## src/coef_pkg.sv

```systemverilog
package coef_pkg;

    // per-flux gain, unsigned Q5.11
    localparam int COEF_WIDTH = 16;

    // fraction bits of the gain, also the shifter's right shift
    localparam int FRAC_BITS = 11;

    // gain format
    typedef logic [COEF_WIDTH-1:0] coef_t;

    // 1.0 in Q5.11
    localparam coef_t COEF_ONE = coef_t'(1 << FRAC_BITS);

endpackage

```

## src/pel_pkg.sv

```systemverilog
package pel_pkg;

    // pixel samples as they enter and leave the subsystem
    localparam int PEL_WIDTH = 16;

    // scaled product, a pel times a Q5.11 gain, before the fraction is dropped
    localparam int ACC_WIDTH = 32;

    // unsigned pixel sample
    typedef logic [PEL_WIDTH-1:0] pel_t;

    // unsigned product, truncated to ACC_WIDTH bits
    typedef logic [ACC_WIDTH-1:0] acc_t;

endpackage
```

## src/pel_scaler_top.sv

```systemverilog
module pel_scaler_top #(
    parameter int FLUX  = 2,
    parameter int DEPTH = 4
) (
    input  logic                              clk,
    input  logic                              rst_n,
    input  logic            [FLUX-1:0]        in_write,
    input  pel_pkg::pel_t   [FLUX-1:0]        in_din,
    output logic            [FLUX-1:0]        in_full,
    input  coef_pkg::coef_t [FLUX-1:0]        coef,
    input  logic            [FLUX-1:0]        out_read,
    output pel_pkg::pel_t   [FLUX-1:0]        out_dout,
    output logic            [FLUX-1:0]        out_empty
);

    import pel_pkg::*;

    // input bank to scaler
    pel_t [FLUX-1:0] in_dout;
    logic [FLUX-1:0] in_empty;
    logic [FLUX-1:0] in_read;

    // scaler to middle bank to shifter
    logic [FLUX-1:0] mid_write;
    acc_t [FLUX-1:0] mid_din;
    logic [FLUX-1:0] mid_full;
    logic [FLUX-1:0] mid_read;
    acc_t [FLUX-1:0] mid_dout;
    logic [FLUX-1:0] mid_empty;

    // shifter to output bank
    logic [FLUX-1:0] sh_write;
    pel_t [FLUX-1:0] sh_din;
    logic [FLUX-1:0] sh_full;

    fifo_bank #(
        .FLUX  (FLUX),
        .WIDTH (PEL_WIDTH),
        .DEPTH (DEPTH)
    ) in_bank (
        .clk   (clk),
        .rst_n (rst_n),
        .write (in_write),
        .din   (in_din),
        .full  (in_full),
        .read  (in_read),
        .dout  (in_dout),
        .empty (in_empty)
    );

    scaler #(
        .FLUX (FLUX)
    ) u_scaler (
        .in_empty  (in_empty),
        .in_dout   (in_dout),
        .in_read   (in_read),
        .coef      (coef),
        .out_full  (mid_full),
        .out_write (mid_write),
        .out_din   (mid_din)
    );

    // products travel at full 32 bit width
    fifo_bank #(
        .FLUX  (FLUX),
        .WIDTH (ACC_WIDTH),
        .DEPTH (DEPTH)
    ) mid_bank (
        .clk   (clk),
        .rst_n (rst_n),
        .write (mid_write),
        .din   (mid_din),
        .full  (mid_full),
        .read  (mid_read),
        .dout  (mid_dout),
        .empty (mid_empty)
    );

    shifter #(
        .FLUX (FLUX)
    ) u_shifter (
        .in_empty  (mid_empty),
        .in_dout   (mid_dout),
        .in_read   (mid_read),
        .out_full  (sh_full),
        .out_write (sh_write),
        .out_din   (sh_din)
    );

    fifo_bank #(
        .FLUX  (FLUX),
        .WIDTH (PEL_WIDTH),
        .DEPTH (DEPTH)
    ) out_bank (
        .clk   (clk),
        .rst_n (rst_n),
        .write (sh_write),
        .din   (sh_din),
        .full  (sh_full),
        .read  (out_read),
        .dout  (out_dout),
        .empty (out_empty)
    );

endmodule

```

## src/shifter.sv

```systemverilog
module shifter #(
    parameter int FLUX = 2
) (
    input  logic          [FLUX-1:0] in_empty,
    input  pel_pkg::acc_t [FLUX-1:0] in_dout,
    output logic          [FLUX-1:0] in_read,
    input  logic          [FLUX-1:0] out_full,
    output logic          [FLUX-1:0] out_write,
    output pel_pkg::pel_t [FLUX-1:0] out_din
);

    import pel_pkg::*;
    import coef_pkg::*;

    localparam int TAG_WIDTH = (FLUX > 1) ? $clog2(FLUX) : 1;

    logic [TAG_WIDTH-1:0] tag;
    logic                 found;

    // priority pick, flux 0 wins
    always_comb
    begin
        tag   = '0;
        found = 1'b0;
        for (int i = 0; i < FLUX; i++)
        begin
            if (!found && !in_empty[i] && !out_full[i])
            begin
                tag   = TAG_WIDTH'(i);
                found = 1'b1;
            end
        end
    end

    // strobes only on the selected lane
    always_comb
    begin
        in_read   = '0;
        out_write = '0;
        if (found)
        begin
            in_read[tag]   = 1'b1;
            out_write[tag] = 1'b1;
        end
    end

    // the shift is just wiring, so every lane gets its own result
    // only the lane flagged in out_write is meaningful
    always_comb
    begin
        for (int i = 0; i < FLUX; i++)
        begin
            out_din[i] = pel_t'(in_dout[i] >> FRAC_BITS);
        end
    end

endmodule

```

## src/scaler.sv

```systemverilog
module scaler #(
    parameter int FLUX = 2
) (
    input  logic                            [FLUX-1:0] in_empty,
    input  pel_pkg::pel_t                   [FLUX-1:0] in_dout,
    output logic                            [FLUX-1:0] in_read,
    input  coef_pkg::coef_t                 [FLUX-1:0] coef,
    input  logic                            [FLUX-1:0] out_full,
    output logic                            [FLUX-1:0] out_write,
    output pel_pkg::acc_t                   [FLUX-1:0] out_din
);

    import pel_pkg::*;

    // a single flux still needs a one bit tag
    localparam int TAG_WIDTH = (FLUX > 1) ? $clog2(FLUX) : 1;

    logic [TAG_WIDTH-1:0] tag;
    logic                 found;
    acc_t                 product;

    // lowest flux with a word waiting and room downstream
    always_comb
    begin
        tag   = '0;
        found = 1'b0;
        for (int i = 0; i < FLUX; i++)
        begin
            if (!found && !in_empty[i] && !out_full[i])
            begin
                tag   = TAG_WIDTH'(i);
                found = 1'b1;
            end
        end
    end

    // one multiplier on the selected lane
    // both operands widened first so the product keeps 32 bits
    always_comb
    begin
        product = acc_t'(in_dout[tag]) * acc_t'(coef[tag]);
    end

    always_comb
    begin
        in_read   = '0;
        out_write = '0;
        out_din   = '0;
        if (found)
        begin
            in_read[tag]   = 1'b1;
            out_write[tag] = 1'b1;
            out_din[tag]   = product;
        end
    end

endmodule

```

## src/fifo_bank.sv

```systemverilog
module fifo_bank #(
    parameter int FLUX  = 2,
    parameter int WIDTH = 16,
    parameter int DEPTH = 4
) (
    input  logic                       clk,
    input  logic                       rst_n,
    input  logic [FLUX-1:0]            write,
    input  logic [FLUX-1:0][WIDTH-1:0] din,
    output logic [FLUX-1:0]            full,
    input  logic [FLUX-1:0]            read,
    output logic [FLUX-1:0][WIDTH-1:0] dout,
    output logic [FLUX-1:0]            empty
);

    // one independent queue per flux, no coupling between lanes
    genvar f;

    generate
        for (f = 0; f < FLUX; f++)
        begin : g_flux
            flux_fifo #(
                .WIDTH (WIDTH),
                .DEPTH (DEPTH)
            ) u_fifo (
                .clk   (clk),
                .rst_n (rst_n),
                .write (write[f]),
                .din   (din[f]),
                .full  (full[f]),
                .read  (read[f]),
                .dout  (dout[f]),
                .empty (empty[f])
            );
        end
    endgenerate

endmodule

```

## src/flux_fifo.sv

```systemverilog
module flux_fifo #(
    parameter int WIDTH = 16,
    parameter int DEPTH = 4
) (
    input  logic             clk,
    input  logic             rst_n,
    input  logic             write,
    input  logic [WIDTH-1:0] din,
    output logic             full,
    input  logic             read,
    output logic [WIDTH-1:0] dout,
    output logic             empty
);

    // a depth of one still needs a one bit pointer
    localparam int PTR_WIDTH = (DEPTH > 1) ? $clog2(DEPTH) : 1;
    localparam int CNT_WIDTH = $clog2(DEPTH + 1);

    logic [WIDTH-1:0]     mem [DEPTH];
    logic [PTR_WIDTH-1:0] wr_ptr;
    logic [PTR_WIDTH-1:0] rd_ptr;
    logic [CNT_WIDTH-1:0] count;
    logic                 wr_en;
    logic                 rd_en;

    // writes on full and reads on empty are dropped
    assign wr_en = write & ~full;
    assign rd_en = read & ~empty;

    assign full  = (count == CNT_WIDTH'(DEPTH));
    assign empty = (count == '0);

    // head word, valid whenever empty is low
    assign dout = mem[rd_ptr];

    always_ff @(posedge clk)
    begin
        if (wr_en)
        begin
            mem[wr_ptr] <= din;
        end
    end

    always_ff @(posedge clk or negedge rst_n)
    begin
        if (!rst_n)
        begin
            wr_ptr <= '0;
            rd_ptr <= '0;
            count  <= '0;
        end
        else
        begin
            if (wr_en)
            begin
                wr_ptr <= (wr_ptr == PTR_WIDTH'(DEPTH - 1)) ? '0 : wr_ptr + 1'b1;
            end
            if (rd_en)
            begin
                rd_ptr <= (rd_ptr == PTR_WIDTH'(DEPTH - 1)) ? '0 : rd_ptr + 1'b1;
            end
            // count moves only when exactly one side is active
            case ({wr_en, rd_en})
                2'b10:   count <= count + 1'b1;
                2'b01:   count <= count - 1'b1;
                default: count <= count;
            endcase
        end
    end

endmodule

```

## config.mk

```make
export PLATFORM = sky130hd
export DESIGN_NAME = pel_scaler_top
export DESIGN_NICKNAME = d
export VERILOG_FILES = /design/src/coef_pkg.sv /design/src/pel_pkg.sv /design/src/pel_scaler_top.sv /design/src/shifter.sv /design/src/scaler.sv /design/src/fifo_bank.sv /design/src/flux_fifo.sv
export SDC_FILE = /design/constraint.sdc
export NUM_CORES = 1
export LEC_CHECK = 0
export BUFFER_PORTS_ARGS = -buffer_cell sky130_fd_sc_hd__buf_2
export CAP_MARGIN = 10
export CORE_ASPECT_RATIO = 0.75
export CORE_MARGIN = 2
export CORE_UTILIZATION = 60
export CTS_CLUSTER_DIAMETER = 120
export DETAILED_ROUTE_END_ITERATION = 7
export PLACE_DENSITY = 0.86
export SETUP_SLACK_MARGIN = 0.4
export SLEW_MARGIN = 25
export SYNTH_ARGS = -nofsm -noshare
export SYNTH_HDL_FRONTEND = slang
export SYNTH_SLANG_ARGS = --single-unit
```

## constraint.sdc

```tcl
create_clock -name clk -period 17.5 [get_ports clk]
set_input_delay 3.5 -clock clk [delete_from_list [all_inputs] [get_ports clk]]
set_output_delay 3.5 -clock clk [all_outputs]
set_load 0.03 [all_outputs]
```

Yosys cells after proc, flatten, opt, wreduce, memory -nomap -nowiden
Memory sizes are Yosys's and may differ from the RTL's.
Cells that the tools add are included.

storage, ports and cells
  register bits after elaboration = 42
  RAM bits = 512
  input bits = 70
  output and inout port bits = 36
  logic and storage cells = 187
  memories = 6

operators by class
  add/subtract/negate cells = 24
  multiply operators = 1
  magnitude comparators = 4
  equal/unequal tests = 30
  muxes and demuxes = 49
  bitwise operators = 25
  reduce and logical (&&, ||, !) cells = 30

memory list
  name                           words  bits a word  read ports  clocked after memory_dff  write ports  line             text
  mid_bank.g_flux[0].u_fifo.mem  4      32           1           0                         1            flux_fifo.sv:19  logic [WIDTH-1:0] mem [DEPTH];
  mid_bank.g_flux[1].u_fifo.mem  4      32           1           0                         1            flux_fifo.sv:19
  in_bank.g_flux[0].u_fifo.mem   4      16           1           0                         1            flux_fifo.sv:19
  in_bank.g_flux[1].u_fifo.mem   4      16           1           0                         1            flux_fifo.sv:19
  out_bank.g_flux[0].u_fifo.mem  4      16           1           0                         1            flux_fifo.sv:19
  out_bank.g_flux[1].u_fifo.mem  4      16           1           0                         1            flux_fifo.sv:19

operator list
  operator             count
  $and 64x64->64       1
  $mux 16              4
  $mux 64              1
  $eq 2x2->1 const B   18
  $pmux 3 s2           6
  $demux 32 s1         1
  $mul 16x16->32       1
  $mux 32              1
  $mux 2               14
  $add 2x1->2 const B  12
  $mux 1               20
  $add 3x1->3 const B  6
  $eq 3x3->1 const B   6
  $logic_not 3->1      6
  $sub 3x1->3 const B  6
  $and 1x1->1          12
  $eq 2x1->1 const B   6
  $not 1->1            12
  $reduce_bool 2->1    6
  $logic_not 1->1      10
  $logic_and 1x1->1    8
  $lt 1x2->1 const B   2
  $demux 1 s1          2
  $ge 1x1->1 const B   2

Depth between registers and ports, before layout
Gate-level depths: netlist of the first run.

  depth after elaboration = 16
  mapped depth = 30
  mapped depth without buffers = 26

Modules after synthesis
From an unflattened synthesis of the first run, not the netlist that was laid out.

second synthesis, totals
  cells, all modules = 2,202
  area total of the unflattened synthesis = 31,535.2 µm²

modules (own cells, without submodules)
  module                                      instances  cells an instance  area each (µm²)  sequential area each (µm²)
  flux_fifo at mid_bank.g_flux[0].u_fifo ...  2          208                5,116.2          4,018.9
  scaler                                      1          1,252              9,893.2          0.0
  flux_fifo at out_bank.g_flux[0].u_fifo ...  2          124                2,800.2          2,097.0
  flux_fifo at in_bank.g_flux[0].u_fifo ...   2          125                2,768.9          2,097.0
  shifter                                     1          36                 271.5            0.0

Least setup slack after synthesis of the first run
Ideal clock, no wire load.

  kind = input port to flip-flop
  start = input port coef[4] (netlist bit)
  end = memory mid_bank.g_flux[0].u_fifo.mem[0][26] (netlist bit) (data pin)
  arrival = 8.950 ns
  data required time = 17.223 ns
  path slack = 8.272 ns
  cell stages on the path = 22
  buffers on the path = 1
  path through = mux2i_1 clkbuf_1 nor2_1 fa_1 inv_1 fa_1 inv_1 fa_1 fa_1 fa_1 inv_1 fa_1 inv_1 ha_1 a21o_1 a21o_1 a21o_1 o21ai_0 a41oi_1 a221o_1 xnor2_1 nor2_1

RTL lines
  what             line                  text
  start, declared  pel_scaler_top.sv:10  input coef_pkg::coef_t [FLUX-1:0] coef,
  end, declared    flux_fifo.sv:19

==> results of run 1 <==
layout make-up:
| class | count | area [µm²] |
|---|---|---|
| multi-input cells | 1011 | 10600 |
| inverters | 264 | 991 |
| repair buffers | 116 | 611 |
| flip-flops and latches | 426 | 12600 |
| clock buffers | 55 | 1130 |
| well taps | 520 | 651 |
| clock inverters | 19 | 195 |
| fillers | 2623 | 13000 |
worst reg2reg max path: cells and delay by family (launching register included):
family	cells	cell delay, ns
compound gates	5	1.03
buf+inv	7	1.80
flops	1	0.43
fa+ha+maj	7	3.20
simple gates	8	2.24
Yosys cell counts, types with 3 or more instances:
master      n  area, µm²
a21o_1     16        120
inv_1     263        987
nor3_1     11       55.1
nand3_1     4       20.0
and3_1      4       25.0
o21ai_0    17       85.1
fa_1      191       3820
nor2b_1     5       31.3
buf_6       4       45.0
o21ai_1     3       15.0
a21oi_1    12       60.1
xnor2_1    19        166
nor2_1    157        589
xor2_1     22        193
buf_1       9       33.8
and4_1      3       26.3
or3_1       7       43.8
mux2i_2     3       41.3
mux4_2     93       2090
ha_1      111       1390
nand4_1     4       25.0
mux2i_1    36        360
clkbuf_1   31        116
dfrtp_1    42       1050
mux2_2      7       78.8
buf_4       4       30.0
and2_1     26        163
nand2b_1    5       31.3
edfxtp_1  384      11500
buf_2      10       50.1
a31oi_1     4       25.0
nand2_1   222        833
o21a_1      3       22.5
through the flow:
step / util, % / cells / setup slack [ns]
after global placement: 63.9 / 2337 / 7.95
after detailed placement: 63.9 / 2337 / 7.66
after global routing: 67.3 / 2411 / 7.74
after floorplan: - / 1759 / 8.27
after CTS: 67.2 / 2411 / 8.11
final: 67.3 / 2411 / 8.00
flip-flops by register name (all words and copies together) (netlist names), 6 cells and up:
name,cells
in_bank.g_flux.u_fifo.count,6
in_bank.g_flux.u_fifo.mem,128
mid_bank.g_flux.u_fifo.mem,128
mid_bank.g_flux.u_fifo.count,6
out_bank.g_flux.u_fifo.mem,128
out_bank.g_flux.u_fifo.count,6
path summary, 6_finish.rpt:
| check | endpoint | slack [ns] | from | depth (start not counted) |
|---|---|---|---|---|
| max in group asynchronous | mid_bank.g_flux[0].u_fifo.rd_ptr[0] | 14.12 | rst_n | 1 |
| max | mid_bank.g_flux[1].u_fifo.mem[1][24] | 8.00 | coef[23] | 22 |
| max reg2reg | mid_bank.g_flux[1].u_fifo.mem[1][24] | 8.55 | mid_bank.g_flux[1].u_fifo.count[0] | 27 |
| min in group asynchronous | out_bank.g_flux[1].u_fifo.count[0] | 2.95 | rst_n | 1 |
| min | mid_bank.g_flux[0].u_fifo.count[2] | 0.49 | mid_bank.g_flux[0].u_fifo.count[2] | 1 |
| min reg2reg | mid_bank.g_flux[0].u_fifo.count[2] | 0.49 | mid_bank.g_flux[0].u_fifo.count[2] | 1 |
cells by family after synthesis:
kind of cell	count (synthesis)	synth area share [%]
AND/OR/NAND/NOR	455	7.77
multiplexers	141	10.7
flip-flops	426	51.5
buffers and inverters	322	5.18
adder cells (fa/ha/maj)	302	21.3
AO/OA/AOI/OAI	71	1.92
XOR/XNOR	42	1.56
routing by layer:
| metal | GRT usage [%] | vias up |
|---|---|---|
| met5 | 0 | - |
| met4 | 7.20 | 2 |
| met3 | 5.99 | 120 |
| met2 | 45.1 | 819 |
| met1 | 37.1 | 7357 |
| li1 | - | 6175 |
==> results.toml, run 1 <==
[run_status]
outcome = "finished clean"

[place]
dp_hpwl_mm = 39.0
io_buffers = 105
dpl-instance-area_mm2 = 0.0254
gp_congestion = 0.950

[floorplan]
coreArea_mm2 = 0.0398
dieArea_mm2 = 0.0424
start_util_pct = 61.4
fp.dieW_um = 237
io_pins = 106
rows = 63
fp.dieH_um = 179

[global_routing]
grt.total_usage_pct = 27.2
grt_pass1_vias = 15204
grt-ovfl-total = 0
antenna_found_initial = 1
grt_pass1_wl_mm = 86.6
grt_max_degree = 43

[yosys]
synthFlopType = "edfxtp_1"
async_reset_ff_share_pct = 9.86
syn-num-nets = 2131
syn_avg_cell_area_um2 = 13.9
synth_cells = 1759
synth_area_mm2 = 0.0244
synth_cell_types = 54
yosysSeqAreaShare_pct = 51.5
yosysWarnings = 0
synth-edff-count = 384
synth_seq_cells = 426

[critical_path]
crit_buf_inv = 4
cp.arrival_ns = 9.78
worst_path_dominant_cell_family = "adder cells"
worst_path_most_repeated_cell = "fa_1"
cp_slowest_cell = "nand2_1"
path_max_fanout = 13
setup.worst_path.class = "primary input to flop"
cp_data_required_time_ns = 17.79
critPathLaunchType = "primary input"
slowest_delay_ns = 0.57
end_kind = "flop"
crit_chain = "buf_2 > nand2_1 > nand2_1 > nand2_1 > fa_1 > fa_1 > inv_1 > fa_1 > fa_1 > fa_1 > inv_1 > fa_1 > inv_1 > ha_1 > a21o_1 > a21o_1 > a21o_1 > o21ai_0 > a41oi_1 > o21a_1 > o21ai_1 > nor3b_1"

[route]
wl_mm = 55.4
wl_met3_mm = 5.19
drc = 0
vias = 14473
drt-initial-drc-count = 1711
topRoutingLayerUsed = "met5"
ant_nets = 0
route.met2.wl_mm = 26.5
drt_first_pass_iters = 5
wirelength_met1_mm = 22.1
routed_via_density = 6.00
wl_per_cell_um = 23.0

[sta]
period_needed_ns = 9.50
rsz0062_at_grt = "no"
finalHoldViolations = 0
max_freq_mhz = 105
hold_ws_ns = 0.494
fin_worst_skew_ns = 0.0158
slew_violations = 0
period_share_pct = 54.3
timing.setup.tns_ns = 0
setup-violations-final = 0
tightest_slew_ns = 1.07
max_slew_margin_pct = 27.4

[clocking]
cts.clk_slew.worst_paths_ns = 0.07
htreeDepth = 2
cts_sinks = 426
clockBufferDepth = 3
cts_setup_buffers = 0
postCtsHoldBufs = 0
ctsRootBufferMaster = "clkbuf_16"
cts_tree = "yes"
cts_buffers = 40
clkLatencyLatePin_ns = 0.55
cts_resized = 0

[cells_and_area]
fin_area_mm2 = 0.0268
antennaDiodeCount = 0
drive_gt1_share_pct = 15.5
most-common-layout-cells = "edfxtp_1, inv_1, nand2_1"
syn2layout_area_growth_pct = 9.60
nets = 2231
layout_commonest_cell = "edfxtp_1"

[job]
drv_cap = 0

[min_path]
hold_path_class = "flop to flop"
Power of run 1 is left out: the tool's default activity adds up to more than one toggle a clock period on the data nets, which glitch-free logic cannot reach.
==> inputs of run 2 (changes only) <==
- CORE_UTILIZATION: 60 -> 57
- clock period: 17.5 -> 8 ns (I/O delays scaled with it)
==> results.toml, run 2 (synthesis results as in run 1) <==
[sta]
fin_worst_skew_ns = 0.0213
timing.setup.tns_ns = 0
max_freq_mhz = 136
slew_violations = 0
period_share_pct = 92.2
max_slew_margin_pct = 34.8
tightest_slew_ns = 0.978
rsz0062_at_grt = "no"
finalHoldViolations = 0
setup-violations-final = 0
period_needed_ns = 7.38

[route]
ant_nets = 0
wl_mm = 55.3
vias = 14409
routed_via_density = 5.78
drc = 0
drt-initial-drc-count = 1354
drt_first_pass_iters = 5
wl_per_cell_um = 22.2

[clocking]
cts_buffers = 39
ctsRootBufferMaster = "clkbuf_16"
postCtsHoldBufs = 0
clockBufferDepth = 3
clkLatencyLatePin_ns = 0.56
cts.clk_slew.worst_paths_ns = 0.07
cts_sinks = 426
htreeDepth = 2
cts_tree = "yes"

[cells_and_area]
fin_area_mm2 = 0.0273
most-common-layout-cells = "edfxtp_1, inv_1, nand2_1"
ff_latch_area_mm2 = 0.0126
layout.cells.non_filler = 2491
syn2layout_area_growth_pct = 11.7
nets = 2262
top_regs = "in_bank.g_flux.u_fifo.mem x128, mid_bank.g_flux.u_fifo.mem x128, out_bank.g_flux.u_fifo.mem x128"
final_util_pct = 64.8
layout_commonest_cell = "edfxtp_1"
drive_gt1_share_pct = 18.8
multiInputGateArea_mm2 = 0.0108
num-fill-cells = 2950

[place]
dp_hpwl_mm = 39.7
gp_congestion = 0.921
dpl-instance-area_mm2 = 0.0257
io_buffers = 105
placed_cells = 2410

[run_status]
outcome = "finished clean"

[global_routing]
top_usage_layer = "met2"
grt_max_degree = 43
met3_usage_pct = 6.23
antenna_found_initial = 1
grt_pass1_vias = 15141
met2_usage_pct = 41.7
grt.total_usage_pct = 25.4
grt_use_met1_pct = 34.6
grt_pass1_wl_mm = 85.7
grt-ovfl-total = 0

[critical_path]
cp_data_required_time_ns = 8.28
cp.arrival_ns = 7.66
end_kind = "flop"
worst_path_dominant_cell_family = "adder cells"
r2r_cells = 27
crit_buf_inv = 7
crit_cells = 27
setup.worst_path.class = "flop to flop"
worst_path_most_repeated_cell = "fa_1"
r2r_slack_ns = 0.62
critPathLaunchType = "flop"
cp_slowest_cell = "fa_1"
slowest_delay_ns = 0.55
path_max_fanout = 28

[floorplan]
io_pins = 106
fp.dieH_um = 183
dieArea_mm2 = 0.0445
coreArea_mm2 = 0.0421
fp.dieW_um = 243
rows = 65
start_util_pct = 58.0

[job]
drv_cap = 0

[min_path]
hold_path_class = "flop to flop"
holdPathStages = 1
run 2: cell count changes in the layout (fill, tap and decap cells not counted), moves of 3 or more:
cell      change
mux2i_4       +4
nand2_2      +16
buf_12        +4
clkbuf_8      +3
mux2i_2       +4
nor2_2        +3
nand2_1      -16
o21ai_0       -3
buf_4        +22
clkbuf_1      +4
nor2_1        -3
mux2i_1       -8
run 2: routing by layer:
layer	vias up	wire length, µm
met5	-	0
met4	0	1220
met3	91	5170
met2	697	26900
met1	7370	22000
li1	6251	-
run 2: final timing paths:
kind | start | end
max | mid_bank.g_flux[0].u_fifo.count[0] | mid_bank.g_flux[1].u_fifo.mem[1][26]
min | in_bank.g_flux[1].u_fifo.count[2] | in_bank.g_flux[1].u_fifo.count[2]
max reg2reg | mid_bank.g_flux[0].u_fifo.count[0] | mid_bank.g_flux[1].u_fifo.mem[1][26]
min reg2reg | in_bank.g_flux[1].u_fifo.count[2] | in_bank.g_flux[1].u_fifo.count[2]
max in group asynchronous | rst_n | mid_bank.g_flux[1].u_fifo.rd_ptr[0]
min in group asynchronous | rst_n | mid_bank.g_flux[0].u_fifo.wr_ptr[1]
run 2: layout make-up:
cell class              instances  share of cell area [%]
diodes                          1                 0.00917
clock inverters                12                   0.367
multi-input cells            1011                    39.5
well taps                     569                    2.61
inverters                     264                    3.65
repair buffers                148                    3.56
clock buffers                  60                    4.16
flip-flops and latches        426                    46.1
run 2: per-stage QoR:
| stage | setup slack, ns | hold WS [ns] |
|---|---|---|
| 3_5_place_dp | 0.0856 | 0.486 |
| 2_1_floorplan | 0.672 | 0.449 |
| 4_1_cts | 0.424 | 0.496 |
| 6_report | 0.622 | 0.492 |
| 3_3_place_gp | 0.264 | 0.470 |
| 5_1_grt | 0.362 | 0.512 |
run 2: timing repair:
action,4_1_cts,5_1_grt
cloned,1,2
setup endpoints to repair,96,112
pin swaps,0,4
gates resized for setup,8,52
buffers inserted,0,5
Power of run 2 is left out for the same reason.
==> inputs of run 3 (changes only) <==
- CELL_PAD_IN_SITES_DETAIL_PLACEMENT: not set -> 1
- CELL_PAD_IN_SITES_GLOBAL_PLACEMENT: not set -> 1
- CORE_UTILIZATION: 57 -> 47
- PLACE_DENSITY: 0.86 -> 0.84
==> results.toml, run 3 (synthesis results as in run 1) <==
[run_status]
outcome = "finished clean"

[min_path]
holdPathStages = 1
min_to = "in_bank.g_flux[1].u_fifo.count[2]"
hold_path_class = "flop to flop"
worstHoldStart = "in_bank.g_flux[1].u_fifo.count[2]"

[critical_path]
r2r_start = "mid_bank.g_flux[0].u_fifo.count[2]"
r2r_cells = 26
r2r-end = "mid_bank.g_flux[1].u_fifo.mem[3][19]"
setup.worst_path.class = "flop to flop"
worst_path_dominant_cell_family = "adder cells"
path_max_fanout = 15
cp.arrival_ns = 7.79
cp_slowest_cell = "fa_1"
crit_buf_inv = 8
worst_path_most_repeated_cell = "fa_1"
critPathLaunchType = "flop"
slowest_delay_ns = 0.55
r2r_slack_ns = 0.54
end_kind = "flop"
cp_data_required_time_ns = 8.33

[sta]
period_share_pct = 93.2
period_needed_ns = 7.46
hold_ws_ns = 0.504
setup_ws_ns = 0.543
tightest_slew_ns = 0.970
rsz0062_at_grt = "yes"
max_slew_margin_pct = 35.4
fin_worst_skew_ns = 0.0250
max_freq_mhz = 134
finalHoldViolations = 0
slew_violations = 0
setup-violations-final = 0

[cells_and_area]
drive_gt1_share_pct = 20.5
antennaDiodeCount = 0
most-common-layout-cells = "edfxtp_1, inv_1, nand2_1"
syn2layout_area_growth_pct = 13.9
final_util_pct = 54.1
fin_area_mm2 = 0.0278
top_regs = "in_bank.g_flux.u_fifo.mem x128, mid_bank.g_flux.u_fifo.mem x128, out_bank.g_flux.u_fifo.mem x128"
layout_commonest_cell = "edfxtp_1"
nets = 2292
multiInputGateArea_mm2 = 0.0108
ff_latch_area_mm2 = 0.0126
num-fill-cells = 5082

[route]
drc = 0
drt_first_pass_iters = 7
vias = 14499
wl_mm = 63.5
drt-initial-drc-count = 1039
ant_nets = 0
routed_via_density = 5.46
wl_per_cell_um = 23.9

[floorplan]
start_util_pct = 47.5
fp.dieW_um = 267
fp.dieH_um = 201
dieArea_mm2 = 0.0538
coreArea_mm2 = 0.0514
io_pins = 106
rows = 72

[clocking]
cts_tree = "yes"
cts_sinks = 426
ctsRootBufferMaster = "clkbuf_16"
cts_buffers = 41
clkLatencyLatePin_ns = 0.58
cts.clk_slew.worst_paths_ns = 0.07
htreeDepth = 2
clockBufferDepth = 3

[place]
gp_congestion = 0.934
place_ws_ns = -0.00553
dpl-instance-area_mm2 = 0.0260
dp_hpwl_mm = 45.8
io_buffers = 105

[global_routing]
grt_use_met1_pct = 33.3
met3_usage_pct = 3.78
top_usage_layer = "met2"
met2_usage_pct = 39.6
grt-ovfl-total = 0
grt_max_degree = 43
grt_pass1_wl_mm = 96.7
grt_pass1_vias = 15960
antenna_found_initial = 0
grt.total_usage_pct = 23.9

[job]
drv_cap = 0
==> run 3: cell count changes in the layout (fill, tap and decap cells not counted), moves of 3 or more <==
cell,before,now
buf_6,2,10
buf_4,34,55
mux2i_1,24,27
bufinv_16,0,4
clkbuf_8,8,1
nand2_2,16,11
mux2i_2,11,8
nand2_4,0,5
==> run 3: worst max-delay path by stage <==
stage	slack, ns	depth (start not counted)	end	startpoint
global route	0.31	26	mid_bank.g_flux[1].u_fifo.mem[0][24]	mid_bank.g_flux[0].u_fifo.count[2]
finish	0.54	26	mid_bank.g_flux[1].u_fifo.mem[3][19]	mid_bank.g_flux[0].u_fifo.count[2]
CTS	0.42	25	mid_bank.g_flux[1].u_fifo.mem[1][25]	in_bank.g_flux[1].u_fifo.count[2]
floorplan	0.67	22	mid_bank.g_flux[0].u_fifo.mem[0][26]	coef[4]
detailed placement	-0.006	22	mid_bank.g_flux[0].u_fifo.mem[0][24]	coef[1]
global placement	0.25	22	mid_bank.g_flux[0].u_fifo.mem[0][24]	coef[1]
==> run 3: what timing repair did <==
| item | in CTS | in global routing |
|---|---|---|
| endpoints found under the setup margin | 84 | 124 |
| pin swaps | 2 | 5 |
| setup buffers | 3 | 17 |
| cloned | 1 | 2 |
| gates resized for setup | 9 | 69 |
| hold buffers | 0 | 0 |
==> run 3: area by class of cell <==
type                    count  area share, %
flip-flops and latches    426           45.3
multi-input cells        1011           39.0
repair buffers            176           4.25
clock buffers              56           3.93
inverters                 264           3.58
well taps                 703           3.16
clock inverters            18          0.859
==> run 3: per-stage QoR <==
stage	TNS [ns]	std cells
after floorplan	0	1759
after global placement	0	2557
after detailed placement	-0.0219	2557
after CTS	0	2635
after global routing	0	2654
final	0	2654
==> run 3: worst reg2reg max path, delay by kind of cell (launching register included) <==
family / cells / cell delay, ns
adder cells (fa/ha/maj): 7 / 3.48
AND/OR/NAND/NOR: 7 / 1.38
buffers and inverters: 8 / 0.96
flip-flops: 1 / 0.43
AO/OA/AOI/OAI: 2 / 0.41
multiplexers: 1 / 0.35
XOR/XNOR: 1 / 0.19
==> run 3: metal layers <==
layer  up-vias  part of all wire, %
met5         -                    0
met4         0                  2.0
met2       463                   49
met1      7649                   43
li1       6289                    -
met3        98                  5.8
Power of run 3 is left out for the same reason.
